===== config.mk =====
export PLATFORM = sky130hd
export DESIGN_NAME = oled_term
export DESIGN_NICKNAME = d
export VERILOG_FILES = /design/src/verilog/oled_term_pkg.sv /design/src/verilog/uart_rx.sv /design/src/verilog/text_buffer.sv /design/src/verilog/glyph_pixel.sv /design/src/verilog/oled_driver.sv /design/src/verilog/oled_term.sv
export SDC_FILE = /design/constraint.sdc
export NUM_CORES = 1
export LEC_CHECK = 0
export ABC_AREA = 1
export BUFFER_PORTS_ARGS = -buffer_cell sky130_fd_sc_hd__buf_2
export CAP_MARGIN = 20
export CORE_MARGIN = 1
export CORE_UTILIZATION = 45
export CTS_BUF_LIST = sky130_fd_sc_hd__clkbuf_4 sky130_fd_sc_hd__clkbuf_8
export CTS_CLUSTER_SIZE = 30
export DETAILED_ROUTE_END_ITERATION = 7
export PLACE_DENSITY = 0.73
export SLEW_MARGIN = 20
export SYNTH_ARGS = -nofsm -noshare
export SYNTH_HDL_FRONTEND = slang
export SYNTH_SLANG_ARGS = --single-unit

===== constraint.sdc =====
create_clock -name clk -period 1.5 [get_ports clk]
set_input_delay 0.15 -clock clk [delete_from_list [all_inputs] [get_ports clk]]
set_output_delay 0.15 -clock clk [all_outputs]
set_load 0.05 [all_outputs]

===== src/verilog/font.mem =====
// One glyph row per line, MSB is the leftmost pixel
// Eight rows per glyph in the order space, 0 to 9, A to F
00
00
00
00
00
00
00
00
3c
66
6e
76
66
66
3c
00
18
38
18
18
18
18
7e
00
3c
66
06
0c
30
60
7e
00
3c
66
06
1c
06
66
3c
00
0c
1c
3c
6c
7e
0c
0c
00
7e
60
7c
06
06
66
3c
00
3c
60
7c
66
66
66
3c
00
7e
06
0c
18
30
30
30
00
3c
66
66
3c
66
66
3c
00
3c
66
66
3e
06
0c
38
00
18
3c
66
66
7e
66
66
00
7c
66
66
7c
66
66
7c
00
3c
66
60
60
60
66
3c
00
78
6c
66
66
66
6c
78
00
7e
60
60
7c
60
60
7e
00
7e
60
60
7c
60
60
60
00


===== src/verilog/oled_term_pkg.sv =====
package oled_term_pkg;

    localparam int SCREEN_W = 96;
    localparam int SCREEN_H = 64;

    localparam int TEXT_COLS = 12;
    localparam int TEXT_ROWS = 4;
    localparam int TEXT_CELLS = TEXT_COLS * TEXT_ROWS;

    localparam int GLYPH_COUNT = 17;
    localparam int GLYPH_ROWS = 8;
    localparam int SPACE_GLYPH = 0;

    localparam int CLKS_PER_BIT = 108;
    localparam int SPI_CLKS_PER_BIT = 2;
    localparam int RESET_CLKS = 32;
    localparam int INIT_CMD_COUNT = 8;

    // Display off, 8 bit colour remap, start line 0, offset 0, display on
    localparam logic [7:0] INIT_CMDS [INIT_CMD_COUNT] = '{
        8'hae, 8'ha0, 8'h20, 8'ha1, 8'h00, 8'ha2, 8'h00, 8'haf
    };

    typedef struct packed {
        logic [6:0] x;
        logic [5:0] y;
    } pixel_pos_t;

    typedef enum logic [1:0] {idle, start, data, stop} uart_state_t;

    typedef enum logic {wait_char, advance} cursor_state_t;

    typedef enum logic [1:0] {reset_panel, send_cmd, send_pixels} oled_state_t;

endpackage


===== src/verilog/uart_rx.sv =====
`timescale 1ns/1ps

module uart_rx
    import oled_term_pkg::*;
(
    input  logic       clk,
    input  logic       rst_n,
    input  logic       rx,
    output logic [7:0] rx_data,
    output logic       rx_valid
);

    uart_state_t                       state;
    logic [$clog2(CLKS_PER_BIT)-1:0]   bit_timer;
    logic [2:0]                        bit_idx;

    always_ff @(posedge clk)
    begin
        if (!rst_n)
        begin
            state <= idle;
            bit_timer <= '0;
            bit_idx <= '0;
            rx_valid <= 1'b0;
        end
        else
        begin
            rx_valid <= 1'b0;
            bit_timer <= bit_timer + 1'b1;
            case (state)
                idle:
                begin
                    bit_timer <= '0;
                    if (!rx)
                        state <= start;
                end
                start:
                begin
                    if (int'(bit_timer) == CLKS_PER_BIT / 2 - 1) // Middle of the start bit
                    begin
                        bit_timer <= '0;
                        bit_idx <= '0;
                        state <= rx ? idle : data; // A glitch is not a start bit
                    end
                end
                data:
                begin
                    if (int'(bit_timer) == CLKS_PER_BIT - 1)
                    begin
                        bit_timer <= '0;
                        rx_data <= {rx, rx_data[7:1]}; // LSB arrives first
                        bit_idx <= bit_idx + 1'b1;
                        if (bit_idx == 3'd7)
                            state <= stop;
                    end
                end
                stop:
                begin
                    if (int'(bit_timer) == CLKS_PER_BIT - 1)
                    begin
                        rx_valid <= rx; // Framing error drops the byte
                        state <= idle;
                    end
                end
                default: state <= idle;
            endcase
        end
    end

    a_single_strobe: assert property (@(posedge clk) disable iff (!rst_n)
        rx_valid |=> !rx_valid);

endmodule


===== src/verilog/text_buffer.sv =====
`timescale 1ns/1ps

module text_buffer
    import oled_term_pkg::*;
(
    input  logic       clk,
    input  logic       rst_n,
    input  logic [7:0] rx_data,
    input  logic       rx_valid,
    input  pixel_pos_t pos,
    output logic [7:0] char_code
);

    logic [7:0]    mem [TEXT_CELLS];
    cursor_state_t state;
    logic [3:0]    cur_col;
    logic [1:0]    cur_row;
    logic [7:0]    wr_data;
    logic [5:0]    wr_addr;
    logic [5:0]    rd_addr;

    assign wr_addr = 6'(cur_row) * 6'(TEXT_COLS) + 6'(cur_col);
    assign rd_addr = 6'(pos.y[5:4]) * 6'(TEXT_COLS) + 6'(pos.x[6:3]); // 8x16 pixel cells

    always_ff @(posedge clk)
    begin
        if (!rst_n)
        begin
            state <= wait_char;
            cur_col <= '0;
            cur_row <= '0;
            for (int i = 0; i < TEXT_CELLS; i++)
                mem[i] <= 8'h20; // ASCII space
        end
        else
        begin
            case (state)
                wait_char:
                begin
                    if (rx_valid)
                    begin
                        wr_data <= rx_data;
                        state <= advance;
                    end
                end
                advance:
                begin
                    mem[wr_addr] <= wr_data;
                    state <= wait_char;
                    if (int'(cur_col) == TEXT_COLS - 1)
                    begin
                        cur_col <= '0;
                        cur_row <= (int'(cur_row) == TEXT_ROWS - 1) ? '0 : cur_row + 1'b1;
                    end
                    else
                        cur_col <= cur_col + 1'b1;
                end
                default: state <= wait_char;
            endcase
        end
    end

    always_ff @(posedge clk)
        char_code <= mem[rd_addr];

    a_cursor_col: assert property (@(posedge clk) disable iff (!rst_n)
        int'(cur_col) < TEXT_COLS);

    // The driver's scan must stay inside the panel or the read leaves the buffer
    a_pos_in_panel: assert property (@(posedge clk) disable iff (!rst_n)
        int'(pos.x) < SCREEN_W);

endmodule


===== src/verilog/glyph_pixel.sv =====
`timescale 1ns/1ps

module glyph_pixel
    import oled_term_pkg::*;
(
    input  logic       clk,
    input  logic [7:0] char_code,
    input  pixel_pos_t pos,
    output logic       pixel_on
);

    logic [7:0] font [GLYPH_COUNT * GLYPH_ROWS];
    logic [4:0] glyph;
    logic [7:0] font_addr;
    logic [7:0] font_row;

    initial
        $readmemh("/design/src/verilog/font.mem", font);

    function automatic logic [4:0] glyph_index(input logic [7:0] code);
        logic [4:0] idx;
        idx = 5'(SPACE_GLYPH);
        if (code >= 8'h30 && code <= 8'h39)
            idx = 5'(code - 8'h2f); // '0' is glyph 1
        else if (code >= 8'h41 && code <= 8'h46)
            idx = 5'(code - 8'h36); // 'A' is glyph 11
        return idx;
    endfunction

    assign glyph = glyph_index(char_code);
    assign font_addr = 8'(glyph) * 8'(GLYPH_ROWS) + 8'(pos.y[3:1]); // Each stored row is shown twice
    assign font_row = font[font_addr];

    always_ff @(posedge clk)
        pixel_on <= font_row[3'd7 - pos.x[2:0]];

endmodule


===== src/verilog/oled_driver.sv =====
`timescale 1ns/1ps

module oled_driver
    import oled_term_pkg::*;
(
    input  logic       clk,
    input  logic       rst_n,
    input  logic       pixel_on,
    output pixel_pos_t pos,
    output logic       csn,
    output logic       spi_clk,
    output logic       mosi,
    output logic       dc,
    output logic       resn
);

    oled_state_t                    state;
    logic [$clog2(RESET_CLKS)-1:0]  reset_cnt;
    logic [3:0]                     phase;
    logic [2:0]                     cmd_idx;
    logic [7:0]                     shift_reg;
    logic [7:0]                     pixel_byte;
    logic                           byte_end;
    logic                           last_cmd;
    pixel_pos_t                     next_pos;

    assign byte_end = (phase == 4'(8 * SPI_CLKS_PER_BIT - 1));
    assign last_cmd = (int'(cmd_idx) == INIT_CMD_COUNT - 1);
    assign spi_clk = csn | phase[0]; // Falls at the start of every bit, idles high
    assign mosi = shift_reg[7];

    always_comb
    begin
        next_pos = pos;
        if (int'(pos.x) == SCREEN_W - 1)
        begin
            next_pos.x = '0;
            next_pos.y = (int'(pos.y) == SCREEN_H - 1) ? '0 : pos.y + 1'b1;
        end
        else
            next_pos.x = pos.x + 1'b1;
    end

    always_ff @(posedge clk)
    begin
        if (!rst_n)
        begin
            state <= reset_panel;
            reset_cnt <= '0;
            phase <= '0;
            cmd_idx <= '0;
            pos <= '0;
            csn <= 1'b1;
            resn <= 1'b0;
            dc <= 1'b0;
        end
        else
        begin
            case (state)
                reset_panel:
                begin
                    reset_cnt <= reset_cnt + 1'b1;
                    if (int'(reset_cnt) == RESET_CLKS - 1)
                    begin
                        resn <= 1'b1;
                        csn <= 1'b0;
                        state <= send_cmd;
                    end
                end
                send_cmd:
                begin
                    phase <= phase + 1'b1;
                    if (byte_end)
                    begin
                        cmd_idx <= cmd_idx + 1'b1;
                        if (last_cmd)
                        begin
                            dc <= 1'b1;
                            pos <= next_pos; // Pixel 0 was fetched during the last command
                            state <= send_pixels;
                        end
                    end
                end
                send_pixels:
                begin
                    phase <= phase + 1'b1;
                    if (byte_end)
                        pos <= next_pos;
                end
                default: state <= reset_panel;
            endcase
        end
    end

    always_ff @(posedge clk)
    begin
        if (phase == 4'd3)
            pixel_byte <= pixel_on ? 8'hff : 8'h00; // White or black in RGB332
        if (state == reset_panel)
            shift_reg <= INIT_CMDS[0];
        else if (byte_end)
            shift_reg <= (state == send_cmd && !last_cmd) ? INIT_CMDS[cmd_idx + 3'd1] : pixel_byte;
        else if (phase[0])
            shift_reg <= {shift_reg[6:0], 1'b0};
    end

    a_cmd_dc_low: assert property (@(posedge clk) disable iff (!rst_n)
        state == send_cmd |-> !dc);

endmodule


===== src/verilog/oled_term.sv =====
`timescale 1ns/1ps

module oled_term
    import oled_term_pkg::*;
(
    input  logic clk,
    input  logic rst_n,
    input  logic rx,
    output logic csn,
    output logic spi_clk,
    output logic mosi,
    output logic dc,
    output logic resn
);

    logic [7:0] rx_data;
    logic       rx_valid;
    logic [7:0] char_code;
    logic       pixel_on;
    pixel_pos_t pos;
    pixel_pos_t pos_d;

    // Aligns the position with char_code, which is one cycle behind pos
    always_ff @(posedge clk)
        pos_d <= pos;

    uart_rx i_uart_rx (
        .clk      (clk),
        .rst_n    (rst_n),
        .rx       (rx),
        .rx_data  (rx_data),
        .rx_valid (rx_valid)
    );

    text_buffer i_text_buffer (
        .clk       (clk),
        .rst_n     (rst_n),
        .rx_data   (rx_data),
        .rx_valid  (rx_valid),
        .pos       (pos),
        .char_code (char_code)
    );

    glyph_pixel i_glyph_pixel (
        .clk       (clk),
        .char_code (char_code),
        .pos       (pos_d),
        .pixel_on  (pixel_on)
    );

    oled_driver i_oled_driver (
        .clk      (clk),
        .rst_n    (rst_n),
        .pixel_on (pixel_on),
        .pos      (pos),
        .csn      (csn),
        .spi_clk  (spi_clk),
        .mosi     (mosi),
        .dc       (dc),
        .resn     (resn)
    );

endmodule


* After elaboration in Yosys (flattened, before gate mapping)
Memories as Yosys holds them, arrays and structs flattened. Cells that the tools add are included.
Storage, ports and cells: output and inout bits 5, flip-flop bits (word level) 50, input bits 3, bits in read-only memories 64, logic and storage cells 67, memories 1
Memory list:
- (name not given) | depth 8, bits a word 8, read ports 1, clocked after memory_dff 0, write ports 0, line oled_driver.sv:102 | shift_reg <= (state == send_cmd && !last_cmd) ? INIT_CMDS[cmd_idx + 3'd1] : pixel_byte;
Cells by class: order comparisons 2, bitwise logic cells 3, $add $sub $neg 6, multiplexer cells 19, reductions and logical operators 11, equal/unequal tests 12
Operators by type and width (count):
- two-way mux 8 bit | 6
- two-way mux 13 bit | 3
- one-hot mux 13 bit (2 select lines) | 1
- two-way mux 6 bit | 2
- != test 2 x 1 -> 1 bit, second input constant | 4
- AND reduction 4 bit | 2
- adder 7 x 1 -> 7 bit, second input constant | 1
- equality test 7 bit, second input constant | 1
- two-way mux 7 bit | 1
- adder 6 x 1 -> 6 bit, second input constant | 1
- equality test 6 x 1 -> 1 bit, second input constant | 1
- two-way mux 2 bit | 3
- one-hot mux 2 bit (3 select lines) | 1
- adder 5 x 1 -> 5 bit, second input constant | 1
- equality test 5 x 1 -> 1 bit, second input constant | 1
- adder 4 x 1 -> 4 bit, second input constant | 1
- equality test 4 x 2 -> 1 bit, second input constant | 1
- equality test 4 bit, second input constant | 1
- greater-or-equal comparator 4 bit, second input constant | 1
- less-than comparator 3 x 4 -> 1 bit, second input constant | 1
- NOT 3 -> 4 bit | 1
- AND reduction 2 bit | 2
- nonzero test 2 bit | 2
- adder 3 x 1 -> 3 bit, second input constant | 1
- 13 further kinds | 13

* Depth between registers and ports, before layout
Gate-level depths: netlist of the first run.
word-level depth 7, mapped depth 9, gate-level depth less buffers 9

* Modules after synthesis
A second synthesis of the first run with hierarchy kept.
Second synthesis, totals: cells, all modules 2874, area, all modules 27298.7 sq um
By module, submodules not included:
- text_buffer | times used 1, cells each 2458, area each 23958.0 sq um, seq. area each 15915.3 sq um
- oled_driver | times used 1, cells each 295, area each 2123.3 sq um, seq. area each 790.8 sq um
- uart_rx | times used 1, cells each 106, area each 945.9 sq um, seq. area each 500.5 sq um
- oled_term | times used 1, cells each 13, area each 260.2 sq um, seq. area each 260.2 sq um
- glyph_pixel | times used 1, cells each 2, area each 11.3 sq um, seq. area each 0.0 sq um

* Least setup slack after synthesis of the first run
Ideal clock, no wire load.
kind register to register, start register i_oled_driver.cmd_idx[0], end register i_oled_driver.shift_reg[2], buffers on the path 0, arrival 1.245 ns, setup time 0.125 ns, required time 1.375 ns, stages on the path, launching flop included 10, setup slack 0.131 ns, clock period less this slack 1.369 ns, cells stage by stage dfxtp_1 > ha_1 > ha_1 > inv_1 > nand2_1 > nand2_1 > nand2_1 > nand2_1 > nand2_1 > nand3_1
Between the ends: cells in the longest elaborated chain, start to end 7, elaborated cells between the ends (all ways) 10, classes of those cells add/sub (1); eq/ne (1); mux (4); bitwise (1); reduce/logical (2); memory (1)
RTL lines:
- start, declared | line oled_driver.sv:20 | logic [2:0] cmd_idx;
- start signal, assigned | line oled_driver.sv:75 | cmd_idx <= cmd_idx + 1'b1;
- adder 3 x 1 -> 3 bit | line oled_driver.sv:102
- NOT 3 -> 4 bit (implied by the code) | line oled_driver.sv:102
- memory (8 x 8 bit)
- two-way mux 8 bit (implied by the code) (2 in a row) | line oled_driver.sv:102
- two-way mux 8 bit * | line oled_driver.sv:102
- two-way mux 8 bit * | line oled_driver.sv:101 | else if (byte_end)
- end signal, assigned | line oled_driver.sv:100 | shift_reg <= INIT_CMDS[0];
- end signal, assigned | line oled_driver.sv:102
- end signal, assigned | line oled_driver.sv:104 | shift_reg <= {shift_reg[6:0], 1'b0};
- end, declared | line oled_driver.sv:21 | logic [7:0] shift_reg;
Mark *: on every way between the ends. The rest lies on a longest branch, timed or not. The select of a mux whose other input is x is not followed. A chain may end at the register's enable or synchronous reset.

* Final worst setup path of the first run
start register i_oled_driver.reset_cnt[0], end register i_oled_driver.state[1]
Between the ends: cells in the longest elaborated chain, start to end 3
RTL lines:
- start, declared | line oled_driver.sv:18 | logic [$clog2(RESET_CLKS)-1:0] reset_cnt;
- start signal, assigned | line oled_driver.sv:62 | reset_cnt <= reset_cnt + 1'b1;
- equality test 5 x 1 -> 1 bit | line oled_driver.sv:63 | if (int'(reset_cnt) == RESET_CLKS - 1)
- != test 2 x 1 -> 1 bit (no source line)
- AND reduction 4 bit (no source line)
- end signal, assigned | line oled_driver.sv:67 | state <= send_cmd;
- end signal, assigned | line oled_driver.sv:80 | state <= send_pixels;
- end signal, assigned | line oled_driver.sv:90 | default: state <= reset_panel;
- end, declared | line oled_driver.sv:17 | oled_state_t state;
Every way passes these cells.

==> reports/results.tsv, run 1 <==
stage	metric	value	unit
run_status	status	completed	
synthesis	synth_fp_nets	165	
pwr	combPwrFrac	0.140	
clock_network	clkLatencyLatePin	0.32	ns
layout	nNetsFinal	178	
synthesis	syn_area_per_cell	7.82	µm²
timing	fin_skew	0.00134	ns
drt	via_per_inst	5.08	
layout	fill_cells	243	
global_routing	grt-ovfl-total	0	
layout	largest_reg_flops	8	
worst_setup_path	cp.arrival	1.66	ns
synthesis	ys_warn_count	0	
worst_setup_path	crit_chain	ha_2 > and3_1 > ha_1 > inv_1 > nand2_2 > nand3_2 > nand2_1 > a21oi_2	
clock_network	cts_hold_buf	0	
placed_design	io_buffers	6	
hold_path	hold_class	primary input to flip-flop	
global_routing	track_usage	0.189	
drt	drtPass1Iterations	4	
synthesis	synth.most_common_cell	nand2_1	
timing	fin_crit	1.40	ns
pwr	cellPowerDensity	903	nW/µm²
pwr	power_switching	0.322	mW
floorplan	initial_core_util	0.480	
placed_design	dp_hpwl	1670	µm
clock_network	clk_pin_slew	0.13	ns
clock_network	numCtsBuffers	3	
drt	wl	2230	µm
synthesis	synth_area	1190	µm²
timing	rsz0062_at_grt	false	
worst_setup_path	critPathMaxStageDelay	0.36	ns
timing	hold_ws	0.111	ns
pwr	p_int	0.878	mW
worst_setup_path	required	1.76	ns
layout	instances_no_fill	194	
layout	drive_above_1_share	0.171	
pwr	p_clk_frac	0.265	
synthesis	yosysTopAreaCellShare	0.421	
floorplan	ios	8	
synthesis	synth_commonest_cells	33 x nand2_1, 25 x dfxtp_1, 19 x nor2_1, 17 x inv_1, 12 x a21oi_1	
timing	worst_slew_pin_slew	0.306	ns
pwr	leakage	0.592	nW
job	cap_viol_max_count	0	
pwr	sw_frac_of_total	0.268	
layout	fin_util	0.536	
synthesis	synth-xor-area-share	0.0221	
floorplan	die_area	2850	µm²
synthesis	synth_ff_type	dfxtp_1	
timing	hold_violations	0	
pwr	vdd_drop_max	0.874	mV
worst_setup_path	cp_max_fo	4	
pwr	pwr-share-seq	0.595	
synthesis	synth_simple_gate_area_share	0.269	
layout	area_growth	11.8	%
clock_network	cts_root_buf	clkbuf_4	
worst_setup_path	crit_family	simple AND/OR/NAND/NOR gates	
drt	drc_errors	0	
worst_setup_path	worstSetupStartpointType	flip-flop	
synthesis	synth_edf_count	0	
clock_network	cts.sinks	25	
global_routing	grt_pass1_wl	3800	µm
timing	finalSetupViolations	0	
drt	vias	985	
synthesis	synth.distinct_cells	22	
synthesis	synth-compound-area-share	0.111	
clock_network	htree_levels	1	
synthesis	synth_area_leaders	dfxtp_1 42%, ha_1 11%, nand2_1 10%	
pwr	total_power	1.20	mW
synthesis	syn_inst	152	
synthesis	ys_seq_elements	25	
timing	slew_viol_final	0	
floorplan	row_count	18	
worst_setup_path	crit_type	flip-flop to flip-flop	
floorplan	die_w	53.4	µm
layout	antennaDiodeCount	0	
synthesis	async_flop_share	0	
drt	drt-initial-drc-count	25	
clock_network	tritoncts	done	
synthesis	synth_top_cell_by_area	dfxtp_1	
synthesis	synth_top_family_by_area	simple AND/OR/NAND/NOR gates	
global_routing	grt_antenna_before_repair	0	
drt	ant_nets	0	
timing	slew_headroom	0.795	
floorplan	die_y	53.4	µm
worst_setup_path	end_kind	flip-flop	
synthesis	ys_seq_area_frac	0.421	
clock_network	ctsLongestPathBuffers	2	
placed_design	place.gp.congestion	0.751	
floorplan	fp.coreArea	2480	µm²
worst_setup_path	worst_path_max_delay_cell	dfxtp_2	
timing	fin_crit_sh	0.934	
worst_setup_path	worst-path-buf-inv	1	
global_routing	grt_pass1_vias	918	
drt	wl_per_cell	11.5	µm
synthesis	synthMuxAreaShare	0	
timing	fmax	714	MHz
synthesis	synth_adder_area_share	0.105	
placed_design	dp_cells	190	
global_routing	grt_max_degree	14	
timing	finalSetupTns	0	ns
-- power by group through the flow --
stage	logic (mW)	clock network, mW	registers [mW]
after floorplan	0.123	0	0.727
after global placement	0.156	0	0.726
after detailed placement	0.165	0	0.728
after CTS	0.166	0.336	0.714
after global routing	0.196	0.351	0.720
final	0.168	0.318	0.714
-- worst paths after layout --
path                                 to  slack (ns)  cells after the start                  startpoint
max reg2reg      i_oled_driver.state[1]         0.1                      8  i_oled_driver.reset_cnt[0]
min                   i_oled_driver.csn        0.11                      2                       rst_n
max              i_oled_driver.state[1]         0.1                      8  i_oled_driver.reset_cnt[0]
min reg2reg  i_oled_driver.reset_cnt[0]        0.46                      1  i_oled_driver.reset_cnt[0]
-- cells in the final DEF, fill, tap and decap left out --
| cell type | instances |
|---|---|
| nand2_1 | 32 |
| dfxtp_1 | 23 |
| nor2_1 | 19 |
| inv_1 | 17 |
| a21oi_1 | 11 |
| o21ai_0 | 10 |
| nand3_1 | 7 |
| ha_1 | 7 |
| buf_2 | 6 |
| buf_4 | 5 |
| clkbuf_4 | 4 |
| nand4_1 | 3 |
| xor2_1 | 3 |
| nand3_2 | 2 |
| a21oi_2 | 2 |
| ha_2 | 2 |
| dfxtp_2 | 2 |
| and3_1 | 1 |
| o211ai_1 | 1 |
| nor2_8 | 1 |
| nor3b_1 | 1 |
| or2_2 | 1 |
| nand2_4 | 1 |
| nand2_2 | 1 |
| o21ai_1 | 1 |
| ha_4 | 1 |
-- cell families (layout without fill, tap and decap cells) --
kind of cell | count (synthesis) | count (layout)
compound gates | 25 | 25
simple gates | 69 | 69
fa+ha+maj | 10 | 10
buf+inv | 20 | 32
flops | 25 | 25
xor+xnor | 3 | 3
-- layout make-up --
cell class / instances / area, µm² / area share
timing repair buffer: 11 / 67.6 / 0.0508
tap: 30 / 37.5 / 0.0282
multi-input combinational: 107 / 627 / 0.472
clock buffer: 4 / 30.0 / 0.0226
inverter: 17 / 63.8 / 0.0480
sequential: 25 / 503 / 0.379
-- per-layer routing --
| metal | global-route usage | wire (µm) |
|---|---|---|
| met2 | 0.327 | 1090 |
| met1 | 0.214 | 1040 |
| met5 | 0 | 0 |
| met4 | 0.0789 | 39 |
| met3 | 0.0517 | 62 |
-- timing repair --
| action | in CTS | in global routing |
|---|---|---|
| endpoints found under the hold margin | 0 | 0 |
| setup buffers | 0 | 0 |
| resized for setup | 0 | 7 |
| setup endpoints to repair | 0 | 5 |
-- stage by stage --
stage	worst slack, ns	instance area [µm²]
4_1_cts	0.0204	1300
3_5_place_dp	0.0408	1270
6_report	0.0993	1330
2_1_floorplan	0.131	1190
3_3_place_gp	0.0732	1270
5_1_grt	0.00310	1330
Power figures use the tool's default switching activity.
==> inputs of run 2 (changes only) <==
--- a/config.mk
+++ b/config.mk
@@ -14,7 +14,7 @@
 export CTS_CLUSTER_SIZE = 30
 export DETAILED_ROUTE_END_ITERATION = 7
 export PLACE_DENSITY = 0.73
-export SLEW_MARGIN = 20
+export SLEW_MARGIN = 10
 export SYNTH_ARGS = -nofsm -noshare
 export SYNTH_HDL_FRONTEND = slang
 export SYNTH_SLANG_ARGS = --single-unit
==> constraint.sdc (replaced) <==
create_clock -name clk -period 1.4 [get_ports clk]
set_input_delay 0.14 -clock clk [delete_from_list [all_inputs] [get_ports clk]]
set_output_delay 0.14 -clock clk [all_outputs]
set_load 0.05 [all_outputs]
==> run 2 against run 1 <==
  * Combinational power rose by 38%
  * Sequential power rose by 7.8%
  * First-iteration DRC count fell by 16%
  * Critical path depth fell by 1
  * Register-to-register slack got worse by 0.05 ns
  * Largest power group unchanged
  * Hold slack got worse by 0.017 ns
  * Highest routed layer unchanged
  * Sequential cell count did not move
  * Core utilization rose by 5.6 points
  * Via count rose by 4.3%
  * Power rose by 12%
  * Critical endpoint is now i_oled_driver.state[0]
  * Global-route usage fell by 1.4 points
==> reports/results.tsv, run 2 (synthesis results as in run 1) <==
stage	metric	value	unit	change
run_status	status	completed		unchanged
worst_setup_path	worst_path_max_delay_cell	dfxtp_1		was dfxtp_2
timing	slew_headroom	0.781		was 0.795
drt	drtPass1Iterations	4		unchanged
layout	multi_input_area	687	µm²	was 627 µm²
clock_network	cts_root_buf	clkbuf_4		unchanged
layout	final_common_cell	nand2_1		unchanged
floorplan	row_count	18		unchanged
floorplan	die_y	53.4	µm	unchanged
pwr	cellPowerDensity	917	nW/µm²	was 903 nW/µm²
timing	hold_violations	0		unchanged
clock_network	tritoncts	done		unchanged
drt	drc_errors	0		unchanged
layout	antennaDiodeCount	0		unchanged
floorplan	initial_core_util	0.480		unchanged
worst_setup_path	rr_worst_depth	7		was 8
worst_setup_path	cp.arrival	1.62	ns	was 1.66 ns
hold_path	holdCritStartpoint	rst_n		unchanged
global_routing	grt_pass1_vias	845		was 918
timing	fmax	738	MHz	was 714 MHz
drt	wl_per_cell	12.2	µm	was 11.5 µm
drt	drt-initial-drc-count	21		was 25
layout	largest_reg_flops	8		unchanged
clock_network	clk_pin_slew	0.14	ns	was 0.13 ns
drt	vias	1027		was 985
clock_network	clkLatencyLatePin	0.32	ns	about the same
timing	slew_viol_final	0		unchanged
floorplan	fp.coreArea	2480	µm²	unchanged
clock_network	numCtsBuffers	3		unchanged
timing	rsz0062_at_grt	true		was false
clock_network	htree_levels	1		unchanged
layout	drive_above_1_share	0.256		was 0.171
layout	nNetsFinal	186		was 178
clock_network	ctsLongestPathBuffers	2		unchanged
layout	area_growth	23.4	%	was 11.8%
clock_network	cts_hold_buf	0		unchanged
pwr	vdd_drop_max	0.663	mV	was 0.874 mV
timing	hold_ws	0.0946	ns	was 0.111 ns
timing	worst_slew_pin_slew	0.329	ns	was 0.306 ns
timing	finalSetupViolations	0		unchanged
global_routing	track_usage	0.175		was 0.189
placed_design	dp_hpwl	1720	µm	was 1670 µm
job	cap_viol_max_count	0		unchanged
worst_setup_path	worstSetupStartpointType	flip-flop		unchanged
worst_setup_path	crit_type	flip-flop to flip-flop		unchanged
timing	fin_crit_sh	0.968		was 0.934
placed_design	io_buffers	6		unchanged
floorplan	die_w	53.4	µm	unchanged
placed_design	place_area	1330	µm²	was 1270 µm²
global_routing	grt_max_degree	14		unchanged
pwr	total_power	1.35	mW	was 1.20 mW
timing	fin_crit	1.36	ns	was 1.40 ns
layout	final_cell_mix	31 x nand2_1, 21 x dfxtp_1, 18 x nor2_1		was 32 x nand2_1, 23 x dfxtp_1, 19 x nor2_1
floorplan	ios	8		unchanged
worst_setup_path	end_kind	flip-flop		unchanged
hold_path	hold_class	primary input to flip-flop		unchanged
worst_setup_path	crit_chain	inv_1 > ha_1 > a21oi_2 > nand3_4 > nand2_2 > nand2_1 > nor2_1		was ha_2 > and3_1 > ha_1 > inv_1 > nand2_2 > nand3_2 > nand2_1 > a21oi_2
worst_setup_path	r2r_start	i_oled_driver.state[1]		was i_oled_driver.reset_cnt[0]
timing	fin_skew	0.00798	ns	was 0.00134 ns
drt	via_per_inst	5.08		about the same
floorplan	die_area	2850	µm²	unchanged
clock_network	cts.sinks	25		unchanged
placed_design	dp_cells	196		was 190
global_routing	grt_pass1_wl	3560	µm	was 3800 µm
global_routing	grt-ovfl-total	0		unchanged
worst_setup_path	cp_max_fo	4		unchanged
layout	fill_cells	245		was 243
pwr	leakage	0.636	nW	was 0.592 nW
placed_design	place.gp.congestion	0.754		was 0.751
layout	seq_area	505	µm²	was 503 µm²
layout	final_cell_area	1470	µm²	was 1330 µm²
hold_path	hold_path_depth	2		unchanged
worst_setup_path	critPathMaxStageDelay	0.38	ns	was 0.36 ns
layout	instances_no_fill	202		was 194
drt	ant_nets	0		unchanged
global_routing	grt_antenna_before_repair	0		unchanged
drt	wl	2470	µm	was 2230 µm
worst_setup_path	required	1.66	ns	was 1.76 ns
layout	fin_util	0.592		was 0.536
worst_setup_path	cp-startpoint	i_oled_driver.state[1]		was i_oled_driver.reset_cnt[0]
run 2: cell count changes in the layout (fill, tap and decap cells not counted), sizes merged:
| cell | delta |
|---|---|
| buf | +8 |
run 2: final cells by class:
type                            count  share of cell area
Timing Repair Buffer               19              0.0973
Sequential cell                    25               0.345
Inverter                           17              0.0435
Clock buffer                        4              0.0205
Multi-Input combinational cell    107               0.468
Tap cell                           30              0.0256
run 2: metrics by stage:
step                      TNS (ns)  setup WS, ns
final                            0        0.0446
after global routing        -0.158       -0.0537
after CTS                        0       0.00361
after detailed placement    -0.106       -0.0318
after global placement    -0.00492      -0.00492
after floorplan                  0        0.0305
run 2: worst paths after layout:
kind	end	slack [ns]
setup / recovery	i_oled_driver.state[0]	0.04
hold / removal	i_oled_driver.csn	0.09
setup reg to reg	i_oled_driver.state[0]	0.04
hold reg to reg	i_oled_driver.shift_reg[4]	0.47
run 2: layer usage:
layer,GRT usage,vias up,wire (µm)
met2,0.304,12,1310
met3,0.0431,2,57
met4,0.0395,0,11
met5,0,-,0
li1,-,530,-
met1,0.212,483,1090
run 2: report_power, final:
part	switching (mW)	internal, mW
Clock	0.212	0.131
Combinational	0.134	0.0985
Sequential	0.0250	0.745
Total	0.371	0.975
run 2: repair_timing:
item | in CTS | in global routing
setup buffers | 0 | 2
pin swaps | 1 | 6
resized for setup | 5 | 17
setup endpoints to repair | 5 | 12
run 2: critical path: cells and delay by family (launching register included):
kind                     cells  cell delay (ns)
flip-flops                   1             0.38
AND/OR/NAND/NOR              4             0.36
adder cells (fa/ha/maj)      1             0.26
AO/OA/AOI/OAI                1             0.24
buffers and inverters        1             0.07
